===== src/include/vlane_defines.svh =====
`ifndef VLANE_DEFINES_SVH
`define VLANE_DEFINES_SVH

// Lanes in one group
`define VLANE_NUM 4

// Bits carried per lane
`define LANE_W 8

// Bits in a whole group word
`define GROUP_W (`VLANE_NUM * `LANE_W)

// ALU opcode and immediate fields
`define OPMODE_W 3
`define IMM_W 5

`endif


===== src/rtl/vlane_pkg.sv =====
`default_nettype none
`include "vlane_defines.svh"

package vlane_pkg;

   // Element width, 3 is treated as 32-bit
   typedef enum logic [1:0] {
      SEW8    = 2'd0,
      SEW16   = 2'd1,
      SEW32   = 2'd2,
      SEW_RSV = 2'd3
   } sew_e;

   typedef enum logic [`OPMODE_W-1:0] {
      ALU_ADD  = 3'd0,
      ALU_SUB  = 3'd1,   // a minus b
      ALU_AND  = 3'd2,
      ALU_OR   = 3'd3,
      ALU_XOR  = 3'd4,
      ALU_MAXU = 3'd5,
      ALU_SEQ  = 3'd6    // Mask only
   } alu_op_e;

   typedef enum logic [1:0] {
      OP2_VV = 2'd0,
      OP2_VX = 2'd1,
      OP2_VI = 2'd2
   } op2_sel_e;

   // Lane k holds byte k
   typedef logic [`VLANE_NUM-1:0][`LANE_W-1:0] lane_bytes_t;

   // One group word seen as a word, two halves or four bytes
   typedef union packed {
      logic [`GROUP_W-1:0]                   word;
      logic [`VLANE_NUM/2-1:0][2*`LANE_W-1:0] half;   // Half j on lanes 2j, 2j+1
      logic [`VLANE_NUM-1:0][`LANE_W-1:0]     bytes;
   } elem_group_u;

   typedef struct packed {
      alu_op_e             opcode;
      sew_e                sew;
      op2_sel_e            op2_sel;
      logic [`GROUP_W-1:0] x_data;
      logic [`IMM_W-1:0]   imm;
   } vlane_cmd_t;

   typedef struct packed {
      alu_op_e     opcode;
      sew_e        sew;
      elem_group_u op_a;
      elem_group_u op_b;
   } exec_bundle_t;

   typedef struct packed {
      sew_e                  sew;
      elem_group_u           res;
      logic [`VLANE_NUM-1:0] mask;   // One bit per element, low bits only
   } result_bundle_t;

endpackage

`default_nettype wire


===== src/rtl/vlane_decode.sv =====
`timescale 1ns/1ps
`default_nettype none
`include "vlane_defines.svh"

module vlane_decode (
   input  wire logic                   clk_i,
   input  wire logic                   rst_i,
   input  wire logic                   advance_i,     // Stage enable from result
   input  wire logic                   cmd_valid_i,
   input  wire vlane_pkg::vlane_cmd_t  cmd_i,
   input  wire vlane_pkg::lane_bytes_t vs1_i,
   input  wire vlane_pkg::lane_bytes_t vs2_i,
   output logic                        dec_valid_o,
   output vlane_pkg::exec_bundle_t     dec_o
);

   import vlane_pkg::*;

   logic [`GROUP_W-1:0] imm_sext;
   elem_group_u         x_rep;
   elem_group_u         imm_rep;
   elem_group_u         op_b;
   exec_bundle_t        dec_d;

   // Repeat the low SEW bits of v into every element
   function automatic elem_group_u splat(input sew_e sew, input logic [`GROUP_W-1:0] v);
      elem_group_u g;
      case (sew)
         SEW8:    g.bytes = {`VLANE_NUM{v[`LANE_W-1:0]}};
         SEW16:   g.half  = {(`VLANE_NUM/2){v[2*`LANE_W-1:0]}};
         default: g.word  = v;                   // SEW32 and reserved
      endcase
      return g;
   endfunction

   //////////////////////////////////////////////////
   // Second operand

   // Sign extension to the full word, truncated again per element by splat
   assign imm_sext = {{(`GROUP_W-`IMM_W){cmd_i.imm[`IMM_W-1]}}, cmd_i.imm};

   assign x_rep   = splat(cmd_i.sew, cmd_i.x_data);
   assign imm_rep = splat(cmd_i.sew, imm_sext);

   always_comb
   begin
      case (cmd_i.op2_sel)
         OP2_VX:  op_b = x_rep;
         OP2_VI:  op_b = imm_rep;
         default: op_b.bytes = vs2_i;            // VV, also code 3
      endcase
   end

   //////////////////////////////////////////////////
   // Gather lanes into the operand groups

   always_comb
   begin
      dec_d.opcode     = cmd_i.opcode;
      dec_d.sew        = cmd_i.sew;
      dec_d.op_a.bytes = vs1_i;                  // Lane k is byte k of every view
      dec_d.op_b       = op_b;
   end

   //////////////////////////////////////////////////
   // Stage register

   always_ff @(posedge clk_i)
   begin
      if (!rst_i)
      begin
         dec_valid_o <= 1'b0;
      end
      else if (advance_i)
      begin
         dec_valid_o <= cmd_valid_i;
      end
   end

   always_ff @(posedge clk_i)
   begin
      if (advance_i)
      begin
         dec_o <= dec_d;
      end
   end

endmodule

`default_nettype wire


===== src/rtl/vlane_execute.sv =====
`timescale 1ns/1ps
`default_nettype none
`include "vlane_defines.svh"

module vlane_execute (
   input  wire logic                    clk_i,
   input  wire logic                    rst_i,
   input  wire logic                    advance_i,
   input  wire logic                    dec_valid_i,
   input  wire vlane_pkg::exec_bundle_t dec_i,
   output logic                         exe_valid_o,
   output vlane_pkg::result_bundle_t    exe_o
);

   import vlane_pkg::*;

   elem_group_u             r8;
   elem_group_u             r16;
   elem_group_u             r32;
   logic [`VLANE_NUM-1:0]   eq8;
   logic [`VLANE_NUM/2-1:0] eq16;
   logic                    eq32;
   result_bundle_t          exe_d;

   // Operands come in zero extended, the caller keeps the low SEW bits
   function automatic logic [`GROUP_W-1:0] alu_elem(input alu_op_e op,
                                                    input logic [`GROUP_W-1:0] a,
                                                    input logic [`GROUP_W-1:0] b);
      case (op)
         ALU_ADD:  return a + b;
         ALU_SUB:  return a - b;
         ALU_AND:  return a & b;
         ALU_OR:   return a | b;
         ALU_XOR:  return a ^ b;
         ALU_MAXU: return (a > b) ? a : b;
         default:  return '0;                    // SEQ and opcode 7
      endcase
   endfunction

   //////////////////////////////////////////////////
   // One ALU per element in each view

   always_comb
   begin : alu_views
      logic [`GROUP_W-1:0] t;

      for (int j = 0; j < `VLANE_NUM; j++)
      begin
         t = alu_elem(dec_i.opcode,
                      {{(`GROUP_W-`LANE_W){1'b0}}, dec_i.op_a.bytes[j]},
                      {{(`GROUP_W-`LANE_W){1'b0}}, dec_i.op_b.bytes[j]});
         r8.bytes[j] = t[`LANE_W-1:0];
         eq8[j]      = (dec_i.op_a.bytes[j] == dec_i.op_b.bytes[j]);
      end

      for (int j = 0; j < `VLANE_NUM/2; j++)
      begin
         t = alu_elem(dec_i.opcode,
                      {{(`GROUP_W-2*`LANE_W){1'b0}}, dec_i.op_a.half[j]},
                      {{(`GROUP_W-2*`LANE_W){1'b0}}, dec_i.op_b.half[j]});
         r16.half[j] = t[2*`LANE_W-1:0];
         eq16[j]     = (dec_i.op_a.half[j] == dec_i.op_b.half[j]);
      end

      r32.word = alu_elem(dec_i.opcode, dec_i.op_a.word, dec_i.op_b.word);
      eq32     = (dec_i.op_a.word == dec_i.op_b.word);
   end

   // Pick the view for this SEW, 3 falls through to 32-bit
   always_comb
   begin
      exe_d.sew = dec_i.sew;
      case (dec_i.sew)
         SEW8:
         begin
            exe_d.res  = r8;
            exe_d.mask = eq8;
         end
         SEW16:
         begin
            exe_d.res  = r16;
            exe_d.mask = {{(`VLANE_NUM/2){1'b0}}, eq16};
         end
         default:
         begin
            exe_d.res  = r32;
            exe_d.mask = {{(`VLANE_NUM-1){1'b0}}, eq32};
         end
      endcase
      if (dec_i.opcode != ALU_SEQ)
         exe_d.mask = '0;                        // Mask only for compares
   end

   always_ff @(posedge clk_i)
   begin
      if (!rst_i)
         exe_valid_o <= 1'b0;
      else if (advance_i)
         exe_valid_o <= dec_valid_i;
   end

   always_ff @(posedge clk_i)
   begin
      if (advance_i)
         exe_o <= exe_d;
   end

endmodule

`default_nettype wire


===== src/rtl/vlane_group.sv =====
`timescale 1ns/1ps
`default_nettype none
`include "vlane_defines.svh"

module vlane_group (
   input  wire logic                   clk_i,
   input  wire logic                   rst_i,
   input  wire logic                   cmd_valid_i,
   output logic                        cmd_ready_o,
   input  wire vlane_pkg::vlane_cmd_t  cmd_i,
   input  wire vlane_pkg::lane_bytes_t vs1_i,
   input  wire vlane_pkg::lane_bytes_t vs2_i,
   output logic                        res_valid_o,
   input  wire logic                   res_ready_i,
   output vlane_pkg::lane_bytes_t      res_data_o,
   output logic [`VLANE_NUM-1:0]       res_mask_o
);

   import vlane_pkg::*;

   logic           advance;     // Shared stall enable, low while output is blocked
   logic           dec_valid;
   exec_bundle_t   dec_bundle;
   logic           exe_valid;
   result_bundle_t exe_bundle;

   assign cmd_ready_o = advance;

   vlane_decode u_decode (
      .clk_i       (clk_i),
      .rst_i       (rst_i),
      .advance_i   (advance),
      .cmd_valid_i (cmd_valid_i),
      .cmd_i       (cmd_i),
      .vs1_i       (vs1_i),
      .vs2_i       (vs2_i),
      .dec_valid_o (dec_valid),
      .dec_o       (dec_bundle)
   );

   vlane_execute u_execute (
      .clk_i       (clk_i),
      .rst_i       (rst_i),
      .advance_i   (advance),
      .dec_valid_i (dec_valid),
      .dec_i       (dec_bundle),
      .exe_valid_o (exe_valid),
      .exe_o       (exe_bundle)
   );

   vlane_result u_result (
      .clk_i       (clk_i),
      .rst_i       (rst_i),
      .exe_valid_i (exe_valid),
      .exe_i       (exe_bundle),
      .res_ready_i (res_ready_i),
      .advance_o   (advance),
      .res_valid_o (res_valid_o),
      .res_data_o  (res_data_o),
      .res_mask_o  (res_mask_o)
   );

endmodule

`default_nettype wire


===== src/rtl/vlane_result.sv =====
`timescale 1ns/1ps
`default_nettype none
`include "vlane_defines.svh"

module vlane_result (
   input  wire logic                      clk_i,
   input  wire logic                      rst_i,
   input  wire logic                      exe_valid_i,
   input  wire vlane_pkg::result_bundle_t exe_i,
   input  wire logic                      res_ready_i,
   output logic                           advance_o,
   output logic                           res_valid_o,
   output vlane_pkg::lane_bytes_t         res_data_o,
   output logic [`VLANE_NUM-1:0]          res_mask_o
);

   import vlane_pkg::*;

   result_bundle_t res_q;

   // Empty or draining this cycle
   assign advance_o = !res_valid_o || res_ready_i;

   always_ff @(posedge clk_i)
   begin
      if (!rst_i)
         res_valid_o <= 1'b0;
      else if (advance_o)
         res_valid_o <= exe_valid_i;
   end

   // Held while the consumer stalls
   always_ff @(posedge clk_i)
   begin
      if (advance_o)
         res_q <= exe_i;
   end

   //////////////////////////////////////////////////
   // Scatter back to the lanes

   assign res_data_o = res_q.res.bytes;

   // Each lane takes the bit of the element it belongs to
   always_comb
   begin
      for (int k = 0; k < `VLANE_NUM; k++)
      begin
         case (res_q.sew)
            SEW8:    res_mask_o[k] = res_q.mask[k];
            SEW16:   res_mask_o[k] = res_q.mask[k/2];
            default: res_mask_o[k] = res_q.mask[0];
         endcase
      end
   end

endmodule

`default_nettype wire


===== config.mk =====
export PLATFORM = sky130hd
export DESIGN_NAME = vlane_group
export DESIGN_NICKNAME = d
export VERILOG_FILES = /design/src/rtl/vlane_pkg.sv /design/src/rtl/vlane_decode.sv /design/src/rtl/vlane_execute.sv /design/src/rtl/vlane_group.sv /design/src/rtl/vlane_result.sv
export VERILOG_INCLUDE_DIRS = /design/src /design/src/include
export SDC_FILE = /design/constraint.sdc
export NUM_CORES = 1
export LEC_CHECK = 0
export ABC_CLOCK_PERIOD_IN_PS = 9420
export BUFFER_PORTS_ARGS = -buffer_cell sky130_fd_sc_hd__buf_4
export CAP_MARGIN = 10
export CORE_UTILIZATION = 55
export CTS_CLUSTER_DIAMETER = 100
export DETAILED_ROUTE_END_ITERATION = 6
export GPL_ROUTABILITY_DRIVEN = 0
export PLACE_DENSITY = 0.87
export SKIP_CTS_REPAIR_TIMING = 1
export SLEW_MARGIN = 30
export SYNTH_ARGS = -nofsm -noshare
export SYNTH_HDL_FRONTEND = slang
export SYNTH_HIERARCHICAL = 1
export SYNTH_SLANG_ARGS = --single-unit

===== constraint.sdc =====
create_clock -name clk_i -period 9.42 [get_ports clk_i]
set_input_delay 1.884 -clock clk_i [delete_from_list [all_inputs] [get_ports clk_i]]
set_output_delay 1.884 -clock clk_i [all_outputs]
set_load 0.02 [all_outputs]

==> flow_summary.yaml <==
run_status:
  status: "finished with violations"
  violations: "DRC"
power_and_ir_drop:
  combPwrFrac_pct: 43.2
  p_leak_nw: 6.489
  ir_drop_v: 0.0001096
  p_clk_share_pct: 24.0
  power.internal_mw: 1.662
  power_density_nw_per_um2: 179.4
  p_switching_mw: 1.108
  total_power_mw: 2.770
  p_seq_share_pct: 32.9
  p_sw_share_pct: 40.00
detailed_routing:
  wl_per_cell_um: 21.61
  drt-total-wl_um: 42800
  dr.pass1.iters: 7
  drc_errors: 7
  drtIter0Drc: 2384
  viasPerCell: 6.835
  route.vias.total: 13530
  detail-route-antenna-nets: 0
global_routing:
  antenna_found_initial: 2
  grt_pass1_vias: 12450
  grt_max_degree: 69
  grt_pass1_wl_um: 66050
  globalRoute.totalOverflow: 0
  grt_usage_pct: 32.51
sta:
  finalCriticalPeriod_ns: 4.329
  maxSlewViolCount: 0
  hold_ws_ns: 0.4168
  rsz0062_at_grt: "no"
  tightest_slew_ns: 0.9117
  slew_headroom_pct: 38.75
  clock.fmax_ghz: 0.2310
  setup_ws_ns: 5.091
  setup_violations: 0
  period_share_pct: 45.96
  skew_ns: 0.01731
  setup-tns-final_ns: 0
  final_hold_viol_count: 0
clock_network:
  clkTransAtPathRegs_ns: 0.06
  cts_root_buf: "clkbuf_16"
  tritoncts: "built"
  htreeDepth: 4
  cts.sinks: 148
  numCtsBuffers: 17
  clk_path_buf_depth: 2
  clock_latency_ns: 0.44
critical_path:
  crit_path_start_kind: "input pin"
  r2r_setup_slack_ns: 5.11
  critical_path_required_ns: 7.54
  cp.arrival_ns: 2.45
  crit_fanout: 16
  endpoint_kind: "primary output"
  critPathKind: "in -> out"
floorplan:
  fp.dieH_um: 160.9
  dieArea_um2: 25900
  rows: 57
  core_um2: 24530
  die_w_um: 160.9
  initial_core_util_pct: 56.63
  boundaryPins: 150
flow_run:
  max_cap_violations: 0
cells_and_area:
  layout-drive-gt1-share_pct: 15.70
  final_nets: 1866
  layout.cells.non_filler: 1980
  diodes: 0
  area_growth_pct: 11.12
logic_synthesis:
  synth-async-reset-ratio_pct: 0
  yosys.area.top_type: "edfxtp_1"
  ys_seq_elements: 148
  yosysUniqueCellTypes: 99
  synth_top_area_share_pct: 31.34
  synthTopCellsByArea: "edfxtp_1 (31%), ha_1 (9.3%), a21oi_1 (6.7%)"
  synth_nets: 1815
  synth_area_per_cell_um2: 8.727
  synth_area_um2: 13890
  ys.flop_type: "edfxtp_1"
  ys_seq_area_share_pct: 31.77
  synth_edf_count: 145
  syn_inst: 1592
  yosysWarningCount: 6
placed_design:
  dpl.hpwl_um: 30240
  numPortBuffers: 149
  dpl.cell_count: 1947
  pre_cts_slack_ns: 5.069
min_path:
  hp-class: "reg -> reg"
[kinds of logic after synthesis]
kind of cell | Yosys count | synth area share [%]
AO/OA/AOI/OAI | 556 | 26.57
AND/OR/NAND/NOR | 405 | 14.37
buffers and inverters | 253 | 8.411
flip-flops | 148 | 31.77
adder cells (fa/ha/maj) | 111 | 10.43
multiplexers | 75 | 5.674
XOR/XNOR | 44 | 2.774
[registers in the layout, indices dropped and copies added (netlist names)]
| register | flops |
|---|---|
| u_decode/dec_o | 69 |
| u_decode/dec_valid_o | 1 |
| u_execute/exe_o | 38 |
| u_execute/exe_valid_o | 1 |
| u_result/res_data_o | 32 |
| u_result/res_mask_o | 1 |
| u_result/res_q | 5 |
| u_result/res_valid_o | 1 |
[power by group through the flow]
| stage | Combinational, mW | Sequential [mW] | Clock [mW] |
|---|---|---|---|
| after global placement | 1.09 | 0.917 | 0 |
| after floorplan | 0.871 | 0.893 | 0 |
| after detailed placement | 1.12 | 0.921 | 0 |
| final | 1.20 | 0.910 | 0.664 |
| after CTS | 1.13 | 0.908 | 0.675 |
| after global routing | 1.26 | 0.919 | 0.699 |
[per-layer routing]
metal  vias up  part of all wire, %  global-route usage, %
met5         -                    0                      0
met4         0                  5.7                  17.02
met3       293                   16                  10.07
met2      1214                   42                  48.61
met1      6091                   37                  42.10
li1       5935                    -                      -
[cells in the final DEF (no fill, tap or decap), types with 13 or more instances in the layout]
master and count:
a211oi_1 29, a21o_1 26, a21oi_1 186, a221oi_1 24, a31oi_1 18, buf_4 166
clkbuf_16 17, edfxtp_1 145, ha_1 102, inv_1 113, mux2_2 16, mux2i_1 57
nand2_1 91, nand2b_1 25, nand3_1 17, nand4_1 14, nor2_1 123, nor2b_1 37
nor3_1 33, nor4_1 16, o211ai_1 31, o21ai_0 86, o21bai_1 17, o221ai_1 16
o31ai_1 13, xnor2_1 38
[path summary, 6_finish.rpt]
check,cells after the start,end,start
max,3,cmd_ready_o,res_ready_i
min,0,u_result/res_q[36]$_DFFE_PP_,u_execute/exe_o[36]$_DFFE_PP_
max reg2reg,12,u_execute/exe_o[6]$_DFFE_PP_,u_decode/dec_o[32]$_DFFE_PP_
min reg2reg,0,u_result/res_q[36]$_DFFE_PP_,u_execute/exe_o[36]$_DFFE_PP_
[final cells by class]
type	instances	area, um^2
Timing Repair Buffer	167	1274
Clock inverter	15	146.4
Multi-Input combinational cell	1191	8328
Clock buffer	17	425.4
Inverter	118	445.4
Sequential cell	148	4414
Fill cell	2035	9095
Tap cell	324	405.4
[metrics by stage]
step                      instance area, um^2  utilization, %
after floorplan                         13890               -
final                                   15440           62.93
after global routing                    15440           62.93
after global placement                  14830           60.47
after detailed placement                14840           60.48
after CTS                               15410           62.81
[cell usage after synthesis (all sizes together), types with 4 or more instances]
master,count
a21oi,188
edfxtp,145
nor2,127
inv,116
ha,103
nand2,93
o21ai,91
buf,77
clkbuf,58
mux2i,57
xnor2,38
nor2b,37
nor3,35
o211ai,32
a211oi,31
a21o,27
nand2b,26
a221oi,24
a31oi,18
nor4,18
mux2,17
nand3,17
o21bai,17
o221ai,17
nand4,14
o31ai,13
a311oi,11
o22ai,10
o21a,9
or2,9
fa,8
or3,8
o2111ai,6
o31a,6
xor2,6
a211o,5
a22oi,5
and2,5
and3,5
a21boi,4
a311o,4
o21ba,4
[critical path: stages]
cell and delay [ns]:
buf_4 0.11, nand2b_4 0.24, buf_4 0.21
Note: power is estimated with default switching activity, not from simulation.
